$ cat src/design/vdp_cartridge_pkg.sv
/*
 * Shared constants for the VDP cartridge: I/O port map, VRAM geometry,
 * synchronizer depth and the FSM state encodings
 */
package vdp_cartridge_pkg;

	// --------------------
	// I/O port map
	// --------------------

	// VDP answers 0x98..0x9F, only bits 7:3 take part in the decode
	localparam logic [7:0] vdp_port_base = 8'h98;

	// --------------------
	// VRAM geometry
	// --------------------

	localparam int vram_aw = 14;			// byte address, 16 KB
	localparam int vram_word_aw = 12;		// 32-bit word address
	localparam int vram_words = 4096;		// words wiped after reset

	// --------------------
	// slot strobe capture
	// --------------------

	localparam int sync_stages = 2;			// flops before edge detect

	// --------------------
	// FSM encodings
	// --------------------

	typedef enum logic [1:0] {
		st_idle,							// waiting for a strobe edge
		st_request,							// transaction out, no ready yet
		st_hold								// done, strobe still low
	} slot_state_t;

	typedef enum logic [1:0] {
		ps_idle,							// free to accept a transaction
		ps_write,							// data write parked on init_busy
		ps_read,							// prefetch parked on init_busy
		ps_read_wait						// prefetch issued, awaiting rdata_en
	} port_state_t;

	typedef enum logic {
		vs_clear,							// wiping the array
		vs_ready							// normal access
	} vram_state_t;

endpackage

$ cat src/design/slot_bus.sv
`timescale 1ns/1ps
/*
 * Z80 slot front end: strobe synchronizers, VDP port range decode,
 * one bus transaction per strobe and read data hold toward the host
 */
module slot_bus
	import vdp_cartridge_pkg::*;
(
	input	logic			clk85m,
	input	logic			rst,
	input	logic			slot_iorq_n,
	input	logic			slot_rd_n,
	input	logic			slot_wr_n,
	input	logic	[7:0]	slot_a,
	input	logic	[7:0]	slot_d,
	output	logic			busdir,
	output	logic	[7:0]	slot_d_out,
	output	logic			slot_data_dir,
	output	logic			bus_valid,
	output	logic			bus_port,
	output	logic			bus_write,
	output	logic	[7:0]	bus_wdata,
	input	logic			bus_ready,
	input	logic			bus_rdata_en,
	input	logic	[7:0]	bus_rdata
);
	logic	[sync_stages-1:0]	iorq_sync;		// shift chains, oldest at msb
	logic	[sync_stages-1:0]	rd_sync;
	logic	[sync_stages-1:0]	wr_sync;
	logic						rd_last;		// for edge detect
	logic						wr_last;
	logic						rd_fall;
	logic						wr_fall;
	logic						in_range;
	logic						strobe_hit;
	logic						strobe_idle;
	logic						data_dir_q;
	slot_state_t				state;

	// --------------------
	// decode and edges
	// --------------------

	assign in_range		= (slot_a[7:3] == vdp_port_base[7:3]);	// 0x98..0x9F
	assign busdir		= (in_range && !slot_iorq_n) ? ~slot_rd_n : 1'b0;	// raw pins

	assign rd_fall		= rd_last & ~rd_sync[sync_stages-1];
	assign wr_fall		= wr_last & ~wr_sync[sync_stages-1];
	assign strobe_hit	= (rd_fall | wr_fall) & ~iorq_sync[sync_stages-1] & in_range;
	assign strobe_idle	= rd_sync[sync_stages-1] & wr_sync[sync_stages-1];	// both released

	// never drive the data bus once the host lets go of rd_n
	assign slot_data_dir = data_dir_q & ~slot_rd_n;

	always_ff @(posedge clk85m) begin
		if (rst) begin
			iorq_sync	<= '1;
			rd_sync		<= '1;
			wr_sync		<= '1;
			rd_last		<= 1'b1;
			wr_last		<= 1'b1;
		end else begin
			iorq_sync	<= {iorq_sync[sync_stages-2:0], slot_iorq_n};
			rd_sync		<= {rd_sync[sync_stages-2:0], slot_rd_n};
			wr_sync		<= {wr_sync[sync_stages-2:0], slot_wr_n};
			rd_last		<= rd_sync[sync_stages-1];
			wr_last		<= wr_sync[sync_stages-1];
		end
	end

	// --------------------
	// transaction FSM
	// --------------------

	always_ff @(posedge clk85m) begin
		if (rst) begin
			state		<= st_idle;
			bus_valid	<= 1'b0;
			data_dir_q	<= 1'b0;
		end else begin
			bus_valid <= 1'b0;							// single-cycle pulse
			case (state)
				st_idle: begin
					if (strobe_hit) begin
						bus_valid	<= 1'b1;
						state		<= st_request;
					end
				end
				st_request: begin
					if (bus_ready) begin
						data_dir_q	<= bus_rdata_en;	// reads only
						state		<= st_hold;
					end
				end
				st_hold: begin
					if (strobe_idle) begin
						data_dir_q	<= 1'b0;
						state		<= st_idle;
					end
				end
				default: state <= st_idle;
			endcase
		end
	end

	// address and data are stable by the time the edge gets through the chain
	always_ff @(posedge clk85m) begin
		if (state == st_idle && strobe_hit) begin
			bus_port	<= slot_a[0];					// 0 data, 1 control
			bus_write	<= wr_fall;
			bus_wdata	<= slot_d;
		end
		if (bus_rdata_en) begin
			slot_d_out	<= bus_rdata;					// held until next read
		end
	end

endmodule

$ cat config.mk
export PLATFORM = sky130hd
export DESIGN_NAME = slot_bus
export DESIGN_NICKNAME = d
export VERILOG_FILES = /design/src/design/vdp_cartridge_pkg.sv /design/src/design/slot_bus.sv
export SDC_FILE = /design/constraint.sdc
export NUM_CORES = 1
export LEC_CHECK = 0
export CAP_MARGIN = 20
export CORE_ASPECT_RATIO = 1.2
export CORE_MARGIN = 4
export CORE_UTILIZATION = 45
export DETAILED_ROUTE_END_ITERATION = 12
export DONT_BUFFER_PORTS = 1
export HOLD_SLACK_MARGIN = 0.06
export MAX_ROUTING_LAYER = met4
export PLACE_DENSITY = 0.58
export SLEW_MARGIN = 10
export SYNTH_ARGS = -nofsm -noshare
export SYNTH_HDL_FRONTEND = slang
export SYNTH_SLANG_ARGS = --single-unit
$ cat constraint.sdc
create_clock -name clk85m -period 3.07 [get_ports clk85m]
set_input_delay 0.1535 -clock clk85m [delete_from_list [all_inputs] [get_ports clk85m]]
set_output_delay 0.1535 -clock clk85m [all_outputs]
set_load 0.01 [all_outputs]
== Word-level counts from Yosys, hierarchy flattened ==
Cells that the tools add are included.
Operators by class
  equal/unequal tests: 6
  reduce and logical (&&, ||, !) cells: 8
  bitwise logic cells: 12
  muxes and demuxes: 9
Operators by type and width (number)
  1-bit bitwise AND: 6
  2-bit 2-to-1 mux: 3
  2-bit inequality test, second input constant: 3
  2-bit one-hot mux with 3 select lines: 1
  3-bit AND reduction: 2
  5-bit == test, second input constant: 1
  1-bit NOT: 5
  1-bit 2-to-1 mux: 4
  2-bit by 1-bit == test with 1-bit output, second input constant: 1
  2-bit == test, second input constant: 1
  1-bit logical AND: 2
  2-bit zero test: 1
  1-bit one-hot mux with 2 select lines: 1
  2-bit nonzero test: 1
  2-bit OR reduction: 1
  1-bit zero test: 1
  1-bit OR: 1
Storage, ports and cells
  input port bits: 31
  output and inout bits: 21
  register bits: 30
  logic and storage cells: 47

== Longest topological paths before layout ==
  depth in word-level cells: 7
  mapped depth: 4
  gate-level depth less buffers: 4

== Worst setup path before layout ==
Ideal clock, no wire load.
  kind: register -> register
  start point: register state[0]
  end point: register bus_port, enable pin
  buffers on the path: 0
  cell stages (with the launch flop): 4
  slack: 1502 ps
  library setup time: 334 ps
  clock period less this slack: 1568 ps
  data arrival time: 1234 ps
  required time: 2736 ps
  cell sequence: dfxtp_1 -> or3_1 -> or3_4 -> inv_1
On the way
  word-level cells in the longest chain between the ends: 2
RTL lines
  from (decl): line slot_bus.sv:38  | slot_state_t state;
  from (signal assigned): line slot_bus.sv:77  | state <= st_idle;
  from (signal assigned): line slot_bus.sv:86  | state <= st_request;
  from (signal assigned): line slot_bus.sv:92  | state <= st_hold;
  2-bit zero test: line slot_bus.sv:108  | if (state == st_idle && strobe_hit) begin
  1-bit logical AND: line slot_bus.sv:108
  to (signal assigned): line slot_bus.sv:109  | bus_port <= slot_a[0];
  to (decl): line slot_bus.sv:20  | output logic bus_port,
No other way between the ends.
A chain may end at the register's enable or synchronous reset.

== Final worst setup path ==
  start point: register state[0]
  end point: register state[0]
On the way
  word-level cells in the longest chain between the ends: 3
  elaborated cells on any way between the ends: 8
  those cells by class: 5 x eq/ne; 1 x mux; 2 x reduce/logical
RTL lines
  2-bit == test (tied with other cells): line slot_bus.sv:82  | case (state)
  2-bit inequality test (no line)
  3-bit AND reduction (no line)
Parallel ways exist; a longest one is shown, timed or not.

==> out/results.tsv <==
stage	metric	value	unit
timing	upper clock frequency limit	544.6	MHz
die	chip height	58.92	um
synthesis	Area contributors post-synth	edfxtp_1 (56%), dfxtp_1 (25%), or2_2 (5.1%)	
timing	Final TNS setup	0	ps
clock_network	Max Buffers Root-to-Sink	2	
synthesis	count of flip-flops with a built-in enable after synthesis	18	
global_routing	largest net degree at the start of global routing	13	
die	die area	0.002971	mm2
pwr	Power Density	531.4	mW/mm2
route	Routed WL per cell	13.76	um
synthesis	Synth Flop Type	edfxtp_1	
synthesis	Synth async-reset ratio	0	%
timing	final setup fails	0	
placement	hpwl dp	1053	um
layout	fillers	157	
synthesis	post-synth top area share	55.60	%
synthesis	Mapped Nets	92	
critical_path	Worst setup EP type	register	
route	total number of vias	579	
synthesis	#FFs+latches synth	30	
pwr	Leak Pwr	0.4669	nW
worst_hold_path	Hold Crit Class	in -> reg	
timing	Worst-Margin Slew	370.2	ps
clock_network	postcts setup bufs	0	
route	final WL	1679	um
timing	post-layout minimum cycle time	1836	ps
clock_network	CTS Root Cell	clkbuf_4	
global_routing	vias in the first global route	560	
die	initial core utilization	47.44	%
placement	Final Wtd Congestion	0.6697	
die	I/O pin total	52	
synthesis	Gate Count Post-Synth	61	
global_routing	grt ovf	0	
route	First-pass DRT Iterations	4	
clock_network	clock latency at the later pin of the worst-skew pair	320	ps
critical_path	Arr. time, crit path	2110	ps
pwr	Max VDD drop	0.3443	mV
timing	max_slew headroom	75.24	%
clock_network	clock sink count	30	
global_routing	initial antenna violation count	0	
job	Max Cap Violations	0	
route	post-route ant nets	0	
critical_path	Worst Path Class, Setup	reg -> reg	
synthesis	dominant cell type by area after synthesis	edfxtp_1	
die	Die Wd	50.43	um
synthesis	Synth Warn #	0	
clock_network	clk slew on worst S/H paths	80	ps
synthesis	post-synthesis cell type count	19	
die	area of the core	0.002049	mm2
layout	diode count	0	
timing	clk_skew	5.808	ps
run_status	status	completed	
timing	Fin. Hold Viols	0	
route	vias per cell	4.746	
layout	Area Growth Syn to Fin	33.33	%
global_routing	Tot GR Track Use	12.85	%
clock_network	H-tree depth	2	
route	first-iteration detailed-routing DRC count	15	
placement	Port-buffer cells	0	
timing	Hold Slack	149.5	ps
clock_network	CTS tree	yes	
timing	Slew Limit Fails	0	
timing	RSZ-0062 raised after global routing	false	
synthesis	Mapped Area	972.2	um2
layout	Layout Nets	122	
synthesis	post-synthesis sequential area ratio	80.31	%
route	Remaining DRCs	0	
timing	Final Cycle Share	59.81	%
clock_network	Num CTS Buffers	5	
synthesis	Mean Syn Cell Area	15.94	um2
layout	share of layout cells above drive strength 1	18.48	%
critical_path	Req. time, crit path	3340	ps
global_routing	global-route wire length before repair	2463	um
synthesis	most common cell in the synthesized netlist	edfxtp_1	
critical_path	CP Launch Type	register	
die	Rows	18	
critical_path	top fanout value on the critical path	5	
synthesis	Synth top cells by count	edfxtp_1 (18), dfxtp_1 (12), or2_2 (8), a21oi_1 (4)	
==> worst max-delay path, cell delays in order, from the launching register on <==
cell and delay, ps:
dfxtp_1 340, or3_1 370, or3_4 350, a211oi_2 170
dlygate4sd3_1 560
==> cell families (layout without fill, tap and decap cells) <==
kind of cell,after synthesis,in the layout,synth area share (%)
flops,30,30,80.31
simple gates,22,22,14.41
compound gates,6,6,4.119
buf+inv,3,34,1.158
==> state kept, by name, indices dropped and copies added (netlist names) <==
register    flops
bus_port        1
bus_valid       1
bus_wdata       8
bus_write       1
data_dir_q      1
iorq_sync       2
rd_last         1
rd_sync         2
slot_d_out      8
state           2
wr_last         1
wr_sync         2
==> area by class of cell <==
class	instances	area, um2	share of cell area (%)
sequential	30	780.7	60.23
timing repair buffer	24	240.2	18.53
multi-input combinational	28	180.2	13.90
clock buffer	6	41.29	3.185
tap	30	37.54	2.896
clock inverter	2	8.758	0.6757
inverter	2	7.507	0.5792
==> cell usage in the layout (no fill, tap or decap) <==
cell,count
nor2_1,2
a21oi_1,4
a211oi_2,1
dfxtp_1,12
inv_1,2
edfxtp_1,18
nand2b_1,2
clkbuf_4,5
nor2b_1,2
or3_1,1
nor3_1,1
nand4_1,1
or3_4,1
clkinv_2,1
or3b_2,1
dlygate4sd3_1,24
nand2_1,1
clkinv_1,1
nand3b_1,1
or2_2,8
clkbuf_1,1
o211ai_1,1
nand4b_1,1
==> power by group <==
part / internal (W) / switching [W]
Combinational: 0.0000234 / 0.0000104
Sequential: 0.000440 / 0.00000868
Clock: 0.0000857 / 0.000121
Total: 0.000549 / 0.000140
==> worst paths after layout <==
path                            slack [ps]    endpoint       start  cells past startpoint
worst min-delay path                   150   bus_valid   slot_a[3]                      3
worst max register to register        1230    state[0]    state[0]                      4
worst max-delay path                  1230    state[0]    state[0]                      4
worst min register to register         410  rd_sync[1]  rd_sync[0]                      1
==> timing repair <==
item                       4_1_cts  5_1_grt
gates resized for setup          0        0
hold buffers                    24        0
setup endpoints to repair        0        0
hold endpoints to repair        37        0
==> per-layer routing <==
metal  vias to the layer above  GRT usage, %  routed length, um
li1                        277             -                  -
met1                       262         11.72                652
met2                        33         20.15                833
met3                         7         7.848                143
met4                         0         8.077                 50
met5                         -             -                  0
==> metrics by stage <==
step	std cells	utilization, %	instance area (um2)	power [W]	setup WS (ps)
after floorplan	61	-	972.2	0.0004642	1502
after global placement	90	49.08	1006	0.0004647	1397
after detailed placement	90	49.08	1006	0.0004653	1382
after CTS	122	63.25	1296	0.0006981	1229
after global routing	122	63.25	1296	0.0007299	1169
final	122	63.25	1296	0.0006888	1234
No activity file was read; power rests on OpenSTA's default activity.
