===== src/design/vdp_cartridge_pkg.sv =====
/*
 * Shared constants for the VDP cartridge: I/O port map, VRAM geometry,
 * synchronizer depth and the FSM state encodings
 */
package vdp_cartridge_pkg;

	// --------------------
	// I/O port map
	// --------------------

	// VDP answers 0x98..0x9F, only bits 7:3 take part in the decode
	localparam logic [7:0] vdp_port_base = 8'h98;

	// --------------------
	// VRAM geometry
	// --------------------

	localparam int vram_aw = 14;			// byte address, 16 KB
	localparam int vram_word_aw = 12;		// 32-bit word address
	localparam int vram_words = 4096;		// words wiped after reset

	// --------------------
	// slot strobe capture
	// --------------------

	localparam int sync_stages = 2;			// flops before edge detect

	// --------------------
	// FSM encodings
	// --------------------

	typedef enum logic [1:0] {
		st_idle,							// waiting for a strobe edge
		st_request,							// transaction out, no ready yet
		st_hold								// done, strobe still low
	} slot_state_t;

	typedef enum logic [1:0] {
		ps_idle,							// free to accept a transaction
		ps_write,							// data write parked on init_busy
		ps_read,							// prefetch parked on init_busy
		ps_read_wait						// prefetch issued, awaiting rdata_en
	} port_state_t;

	typedef enum logic {
		vs_clear,							// wiping the array
		vs_ready							// normal access
	} vram_state_t;

endpackage


===== src/design/vdp_port_ctrl.sv =====
`timescale 1ns/1ps
/*
 * VDP port logic: two-byte address latch, auto-increment pointer,
 * read-ahead buffer and VRAM request sequencing
 */
module vdp_port_ctrl
	import vdp_cartridge_pkg::*;
(
	input	logic						clk85m,
	input	logic						rst,
	input	logic						bus_valid,
	input	logic						bus_port,
	input	logic						bus_write,
	input	logic	[7:0]				bus_wdata,
	output	logic						bus_ready,
	output	logic	[7:0]				bus_rdata,
	output	logic						bus_rdata_en,
	input	logic						init_busy,
	output	logic						vram_valid,
	output	logic						vram_write,
	output	logic	[vram_word_aw-1:0]	vram_address,
	output	logic	[31:0]				vram_wdata,
	output	logic	[3:0]				vram_wdata_mask,
	input	logic	[31:0]				vram_rdata,
	input	logic						vram_rdata_en
);
	port_state_t			state;
	logic	[vram_aw-1:0]	pointer;		// wraps at 16K
	logic	[vram_aw-1:0]	setup_addr;
	logic	[7:0]			low_byte;		// first control byte
	logic					latch_first;	// first byte already taken
	logic	[7:0]			read_buf;		// read-ahead
	logic					pend_valid;		// transaction parked during prefetch
	logic					pend_port;
	logic					pend_write;
	logic	[7:0]			pend_wdata;
	logic					take;
	logic					cur_port;
	logic					cur_write;
	logic	[7:0]			cur_wdata;
	logic					ctrl_first;
	logic					ctrl_rd;
	logic					data_wr;
	logic					data_rd;
	logic					read_setup;

	// --------------------
	// transaction decode
	// --------------------

	assign take			= (bus_valid | pend_valid) && (state == ps_idle);
	assign cur_port		= pend_valid ? pend_port : bus_port;
	assign cur_write	= pend_valid ? pend_write : bus_write;
	assign cur_wdata	= pend_valid ? pend_wdata : bus_wdata;
	assign setup_addr	= {cur_wdata[5:0], low_byte};

	assign ctrl_first	= take && cur_port && cur_write && !latch_first;
	assign ctrl_rd		= take && cur_port && !cur_write;
	assign data_wr		= take && !cur_port && cur_write;
	assign data_rd		= take && !cur_port && !cur_write;
	// second byte, bit 7 clear (address) and bit 6 clear (read mode)
	assign read_setup	= take && cur_port && cur_write && latch_first &&
						  (cur_wdata[7:6] == 2'b00);

	// --------------------
	// sequencer
	// --------------------

	always_ff @(posedge clk85m) begin
		if (rst) begin
			state		<= ps_idle;
			pointer		<= '0;
			latch_first	<= 1'b0;
			read_buf	<= '0;
			pend_valid	<= 1'b0;
			bus_ready	<= 1'b0;
			bus_rdata_en <= 1'b0;
			vram_valid	<= 1'b0;
		end else begin
			bus_ready		<= 1'b0;
			bus_rdata_en	<= 1'b0;
			vram_valid		<= 1'b0;

			if (take)
				pend_valid <= 1'b0;
			else if (bus_valid)
				pend_valid <= 1'b1;					// arrived mid-prefetch

			case (state)
				ps_idle: begin
					if (take && cur_port) begin
						bus_ready <= 1'b1;			// control port is one cycle
						if (!cur_write) begin
							latch_first		<= 1'b0;	// status read resets latch
							bus_rdata_en	<= 1'b1;
						end else if (!latch_first) begin
							latch_first		<= 1'b1;
						end else begin
							latch_first		<= 1'b0;
							if (!cur_wdata[7]) begin	// register writes just close the latch
								pointer <= setup_addr;
							end
							if (read_setup) begin
								vram_valid	<= !init_busy;
								state		<= init_busy ? ps_read : ps_read_wait;
							end
						end
					end else if (take) begin
						latch_first <= 1'b0;			// any data access
						if (cur_write) begin
							if (init_busy) begin
								state		<= ps_write;
							end else begin
								vram_valid	<= 1'b1;
								pointer		<= pointer + 1'b1;
								bus_ready	<= 1'b1;
							end
						end else begin
							bus_ready		<= 1'b1;	// buffer goes back at once
							bus_rdata_en	<= 1'b1;
							vram_valid		<= !init_busy;	// then refill it
							state			<= init_busy ? ps_read : ps_read_wait;
						end
					end
				end
				ps_write: begin
					if (!init_busy) begin
						vram_valid	<= 1'b1;
						pointer		<= pointer + 1'b1;
						bus_ready	<= 1'b1;
						state		<= ps_idle;
					end
				end
				ps_read: begin
					if (!init_busy) begin
						vram_valid	<= 1'b1;
						state		<= ps_read_wait;
					end
				end
				ps_read_wait: begin
					if (vram_rdata_en) begin
						read_buf	<= vram_rdata[pointer[1:0]*8 +: 8];	// pick lane
						pointer		<= pointer + 1'b1;
						state		<= ps_idle;
					end
				end
				default: state <= ps_idle;
			endcase
		end
	end

	// --------------------
	// payload registers
	// --------------------

	always_ff @(posedge clk85m) begin
		if (bus_valid) begin
			pend_port	<= bus_port;
			pend_write	<= bus_write;
			pend_wdata	<= bus_wdata;
		end
		if (ctrl_first)
			low_byte <= cur_wdata;
		if (ctrl_rd)
			bus_rdata <= 8'h00;						// status stub
		if (data_rd)
			bus_rdata <= read_buf;
		if (data_wr) begin
			vram_write		<= 1'b1;
			vram_address	<= pointer[vram_aw-1:2];
			vram_wdata		<= {4{cur_wdata}};		// byte on every lane
			vram_wdata_mask	<= 4'b0001 << pointer[1:0];
		end
		if (data_rd) begin
			vram_write		<= 1'b0;
			vram_address	<= pointer[vram_aw-1:2];
		end
		if (read_setup) begin
			vram_write		<= 1'b0;
			vram_address	<= setup_addr[vram_aw-1:2];
		end
	end

endmodule


===== config.mk =====
export PLATFORM = sky130hd
export DESIGN_NAME = vdp_port_ctrl
export DESIGN_NICKNAME = d
export VERILOG_FILES = /design/src/design/vdp_cartridge_pkg.sv /design/src/design/vdp_port_ctrl.sv
export SDC_FILE = /design/constraint.sdc
export NUM_CORES = 1
export LEC_CHECK = 0
export BUFFER_PORTS_ARGS = -buffer_cell sky130_fd_sc_hd__buf_4
export CAP_MARGIN = 0
export CELL_PAD_IN_SITES_DETAIL_PLACEMENT = 1
export CELL_PAD_IN_SITES_GLOBAL_PLACEMENT = 2
export CORE_UTILIZATION = 36
export CTS_CLUSTER_SIZE = 25
export DETAILED_ROUTE_END_ITERATION = 10
export GPL_ROUTABILITY_DRIVEN = 1
export GPL_TIMING_DRIVEN = 0
export PLACE_DENSITY = 0.89
export SYNTH_ARGS = -nofsm -noshare
export SYNTH_HDL_FRONTEND = slang
export SYNTH_SLANG_ARGS = --single-unit

===== constraint.sdc =====
create_clock -name clk85m -period 3.95 [get_ports clk85m]
set_input_delay 0.395 -clock clk85m [delete_from_list [all_inputs] [get_ports clk85m]]
set_output_delay 0.395 -clock clk85m [all_outputs]
set_load 0.02 [all_outputs]

After elaboration in Yosys (flattened, before gate mapping)
Index checks and enable logic that the tools add are counted.
{"block": "word_totals", "register_bits": 104, "input_bits": 47, "output_inout_bits": 60, "word_cells": 111}
{"block": "op_classes", "add_sub_neg": 1, "eq_ne": 13, "shift": 2, "n_mux": 48, "bitwise": 2, "n_reduce_logical": 28}
{"operator": "$mux W14", "n": 8}
{"operator": "$pmux W14 S3", "n": 1}
{"operator": "$mux W12", "n": 3}
{"operator": "$shiftx A32 B6 Y8", "n": 1}
{"operator": "$mux W8", "n": 3}
{"operator": "$mux W1", "n": 20}
{"operator": "$mux W2", "n": 10}
{"operator": "$add A14 B1 Y14 const B", "n": 1}
{"operator": "$ne A3 B3 Y1 const B", "n": 4}
{"operator": "$logic_and A1 B1 Y1", "n": 10}
{"operator": "$ne A2 B2 Y1 const B", "n": 4}
{"operator": "$pmux W2 S4", "n": 1}
{"operator": "$reduce_and A8 Y1", "n": 1}
{"operator": "$reduce_or A2 Y1", "n": 4}
{"operator": "$reduce_and A6 Y1", "n": 1}
{"operator": "$reduce_bool A3 Y1", "n": 2}
{"operator": "$eq A2 B2 Y1 const B", "n": 2}
{"operator": "$logic_not A1 Y1", "n": 4}
{"operator": "$logic_not A2 Y1", "n": 2}
{"operator": "$ne A4 B3 Y1 const B", "n": 1}
{"operator": "$pmux W1 S2", "n": 2}
{"operator": "$reduce_and A2 Y1", "n": 2}
{"operator": "$reduce_bool A2 Y1", "n": 2}
{"operator": "$shl A1 B2 Y4 const A", "n": 1}
{"operator": "4 further kinds", "n": 4}

Depth between registers and ports, before layout
{"block": "logic_depth", "word_depth": 11, "depth_mapped": 9, "ltp_nobuf": 7}

Least setup slack after synthesis
No wires, ideal clock.
{"block": "synth_timing", "path_type": "register -> register", "start": "register state[0]", "end": "register vram_address[0], enable pin", "arrival_ps": 2093, "slack_ps": 1457, "path_stages_with_launch": 7, "path_buffers": 2, "cell_sequence": "dfxtp_1 > inv_1 > ha_1 > clkbuf_1 > o21ai_1 > buf_2 > o21ai_0"}
{"block": "synth_between", "elab_chain_len": 7, "word_cells_on_any_way": 10, "classes_between": "reduce/logical (10)"}
{"item": "start, declared", "line": "vdp_port_ctrl.sv:27", "rtl": "port_state_t state;"}
{"item": "start signal, assigned", "line": "vdp_port_ctrl.sv:71", "rtl": "state <= ps_idle;"}
{"item": "start signal, assigned", "line": "vdp_port_ctrl.sv:105", "rtl": "state <= init_busy ? ps_read : ps_read_wait;"}
{"item": "start signal, assigned", "line": "vdp_port_ctrl.sv:112", "rtl": "state <= ps_write;"}
{"item": "$logic_not A2 Y1 (*)", "line": "vdp_port_ctrl.sv:51", "rtl": "assign take = (bus_valid | pend_valid) && (state == ps_idle);"}
{"item": "$logic_and A1 B1 Y1 (*)", "line": "vdp_port_ctrl.sv:51"}
{"item": "$logic_and A1 B1 Y1 (4 in a row)", "line": "vdp_port_ctrl.sv:62", "rtl": "assign read_setup = take && cur_port && cur_write && latch_first &&"}
{"item": "$reduce_bool A3 Y1 (no line) (*)"}
{"item": "end signal, assigned", "line": "vdp_port_ctrl.sv:170", "rtl": "vram_address <= pointer[vram_aw-1:2];"}
{"item": "end signal, assigned", "line": "vdp_port_ctrl.sv:176", "rtl": "vram_address <= pointer[vram_aw-1:2];"}
{"item": "end signal, assigned", "line": "vdp_port_ctrl.sv:180", "rtl": "vram_address <= setup_addr[vram_aw-1:2];"}
{"item": "end, declared", "line": "vdp_port_ctrl.sv:21", "rtl": "output logic [vram_word_aw-1:0] vram_address,"}
Mark *: on every way between the ends. The rest lies on a longest branch, timed or not.
A chain may end at the register's enable or synchronous reset.

Worst setup path after layout
{"block": "layout_timing", "start": "register state[0]", "end": "register low_byte[7], enable pin"}
{"block": "layout_between", "elab_chain_len": 5}
{"item": "$logic_not A2 Y1", "line": "vdp_port_ctrl.sv:51"}
{"item": "$logic_and A1 B1 Y1", "line": "vdp_port_ctrl.sv:51"}
{"item": "$logic_and A1 B1 Y1 (3 in a row)", "line": "vdp_port_ctrl.sv:57", "rtl": "assign ctrl_first = take && cur_port && cur_write && !latch_first;"}
{"item": "via ctrl_first", "line": "vdp_port_ctrl.sv:41", "rtl": "logic ctrl_first;"}
{"item": "end signal, assigned", "line": "vdp_port_ctrl.sv:163", "rtl": "low_byte <= cur_wdata;"}
{"item": "end, declared", "line": "vdp_port_ctrl.sv:30", "rtl": "logic [7:0] low_byte;"}
The timed path passes the listed nets, and every way through them passes these cells.

==> results.json <==
{
  "status": "finished, violations left",
  "violations": "design-rule violations",
  "drc": 6,
  "critPathTopFamily": "buffers and inverters",
  "path_buf_inv": 4,
  "finalClockSkew_ns": 0.00648,
  "grt_overflow_total": 0,
  "drive_above_1_share_pct": 34.7,
  "synthTopCellsByCount": "50 x edfxtp_1, 32 x a21oi_1, 30 x dfxtp_1, 29 x o21ai_0, 25 x buf_4",
  "slowest_delay_ns": 0.61,
  "post_drt_wl_per_cell_um": 19.8,
  "synthFlopType": "edfxtp_1",
  "start_util_pct": 37.5,
  "core_area_um2": 11600,
  "min_period_ns": 2.62,
  "die-area_um2": 12500,
  "vias": 3764,
  "drt-total-wl_mm": 13.5,
  "syn_nets": 471,
  "slew_viol_final": 0,
  "rsz0062_at_grt": "false",
  "grt_antenna_before_repair": 0,
  "max_slew_margin_pct": 22.6,
  "min_to": "pend_wdata[6]",
  "cts_buffer_depth": 2,
  "root_buffer": "clkbuf_16",
  "cp_max_fo": 10,
  "ctsResizeCount": 0,
  "worstHoldPathType": "in2reg",
  "holdPathStages": 1,
  "hold_viol_final": 0,
  "finalWeightedCongestion": 0.823,
  "clkSinkCount": 80,
  "diodes": 0,
  "min_period_over_period_pct": 66.2,
  "crit_type": "reg2reg",
  "synthTopCellsByArea": "edfxtp_1 34%, dfxtp_1 14%, buf_4 4.3%",
  "irDropWorstVdd_mv": 0.361,
  "row_count": 39,
  "r2r_start": "state[0]",
  "avgSynthCellArea_um2": 10.4,
  "finalSetupViolCount": 0,
  "die_y_um": 112,
  "r2r_cells": 7,
  "synth_top_area_cell": "edfxtp_1",
  "port_buffers": 105,
  "cts_tree": "built",
  "drt_iter0_drc": 220,
  "ant_nets": 0,
  "worst-r2r-setup-slack_ns": 1.33,
  "grt_pass1_wl_mm": 21.4,
  "fmax_ghz": 0.382,
  "cts_made_buffers": 9,
  "hold_buffers": 0,
  "total_leakage_power_nw": 2.20,
  "syn_inst": 417,
  "fin_tns_setup_ns": 0,
  "ys_ff_latch": 80,
  "cp.arrival_ns": 2.60,
  "yosysMostFrequentCell": "edfxtp_1",
  "clkTransAtPathRegs_ns": 0.06,
  "hp-start": "bus_wdata[6]",
  "grt_max_degree": 15,
  "worstPathRequired_ns": 3.93,
  "ys_seq_area_share_pct": 48.3,
  "cp.depth": 7,
  "dpl.hpwl_mm": 10.2,
  "fill_cells": 1294,
  "path_common_cell": "buf_2",
  "crit_chain": "inv_1, ha_1, clkbuf_1, o21ai_1, buf_2, buf_2, nor3_2",
  "die_x_um": 112,
  "yosys_warnings": 0,
  "track_usage_pct": 22.8,
  "synth_top_cell_area_share_pct": 34.5,
  "final_nets": 588,
  "via_per_inst": 5.52,
  "ys_types": 59,
  "tightest_slew_ns": 1.16,
  "hold_ws_ns": 0.230,
  "async_flop_share_pct": 0,
  "reg2reg_to": "low_byte[7]",
  "start_kind": "flop",
  "cap_violations": 0,
  "io-pin-count": 107,
  "htreeDepth": 3,
  "synth-edff-count": 50,
  "cts_setup_buffers": 0,
  "pwr_density_cell_nw_per_um2": 660,
  "synth_area_um2": 4360,
  "syn_to_final_growth_pct": 28.6,
  "slowest_stage": "nor3_2",
  "drt-pass1-iter-count": 7,
  "clock_latency_ns": 0.35,
  "end_kind": "flop",
  "grt_pass1_vias": 3943
}
-- logic make-up after synthesis --
| group | Yosys count | synth area share [%] |
|---|---|---|
| flip-flops | 80 | 48.3 |
| adder cells (fa/ha/maj) | 7 | 2.01 |
| multiplexers | 28 | 9.14 |
| AND/OR/NAND/NOR | 120 | 14.6 |
| AO/OA/AOI/OAI | 106 | 15.9 |
| buffers and inverters | 68 | 8.50 |
| XOR/XNOR | 8 | 1.61 |
-- metrics by stage --
stage               area (um^2)  utilization [%]  power [W]  instances  setup WS, ns
finish                     5600             48.2    0.00370        682          1.33
global route               5600             48.2    0.00393        682          1.11
CTS                        5600             48.2    0.00371        682         0.852
detailed placement         5330             45.9    0.00293        666         0.877
global placement           5320             45.8    0.00288        665         0.715
floorplan                  4360                -    0.00237        417          1.46
-- cell usage in the layout (no fill, tap or decap), types with 15 or more instances in the layout --
cell type,count
a21oi_1,32
buf_4,131
clkbuf_1,15
dfxtp_1,30
edfxtp_1,50
inv_1,15
nand2_1,18
nand3_1,21
nor2_1,21
o21ai_0,28
-- per-layer routing --
metal	wire, um	up-vias	GRT usage [%]
li1	-	1769	-
met1	5710	1853	27.9
met2	6710	115	37.4
met3	632	27	5.88
met4	422	0	10.9
met5	0	-	0
-- how the worst max path moves through the flow --
| stage | startpoint | end |
|---|---|---|
| after floorplan | state[0] | vram_address[0] |
| after global placement | state[0] | vram_address[9] |
| after detailed placement | state[0] | low_byte[4] |
| after CTS | state[0] | low_byte[3] |
| after global routing | state[0] | low_byte[2] |
| final | state[0] | low_byte[7] |
-- final cells by class --
type                       instances  area [um^2]  area share, %
tap                              143          179           3.19
inverter                          15         56.3           1.01
timing repair buffer             106          796           14.2
clock inverter                     6         36.3          0.648
buffer                            53          314           5.61
multi-input combinational        269         1890           33.7
clock buffer                      10          229           4.09
sequential                        80         2100           37.5
-- flip-flops by register name, summed over array words and instances, names as in the netlist, 2 cells and up --
signal and flops:
vram_wdata_mask 4, read_buf 8, bus_rdata 8, pointer 14, pend_wdata 8, low_byte 8
vram_wdata 8, vram_address 12, state 2
-- power breakdown --
| group | switching (W) | internal (W) | leakage (nW) |
|---|---|---|---|
| sequential | 0.000103 | 0.00112 | 0.718 |
| clock | 0.000342 | 0.000421 | 0.122 |
| combinational | 0.00104 | 0.000676 | 1.36 |
| total | 0.00148 | 0.00221 | 2.20 |
(Power assumes the default switching activity.)
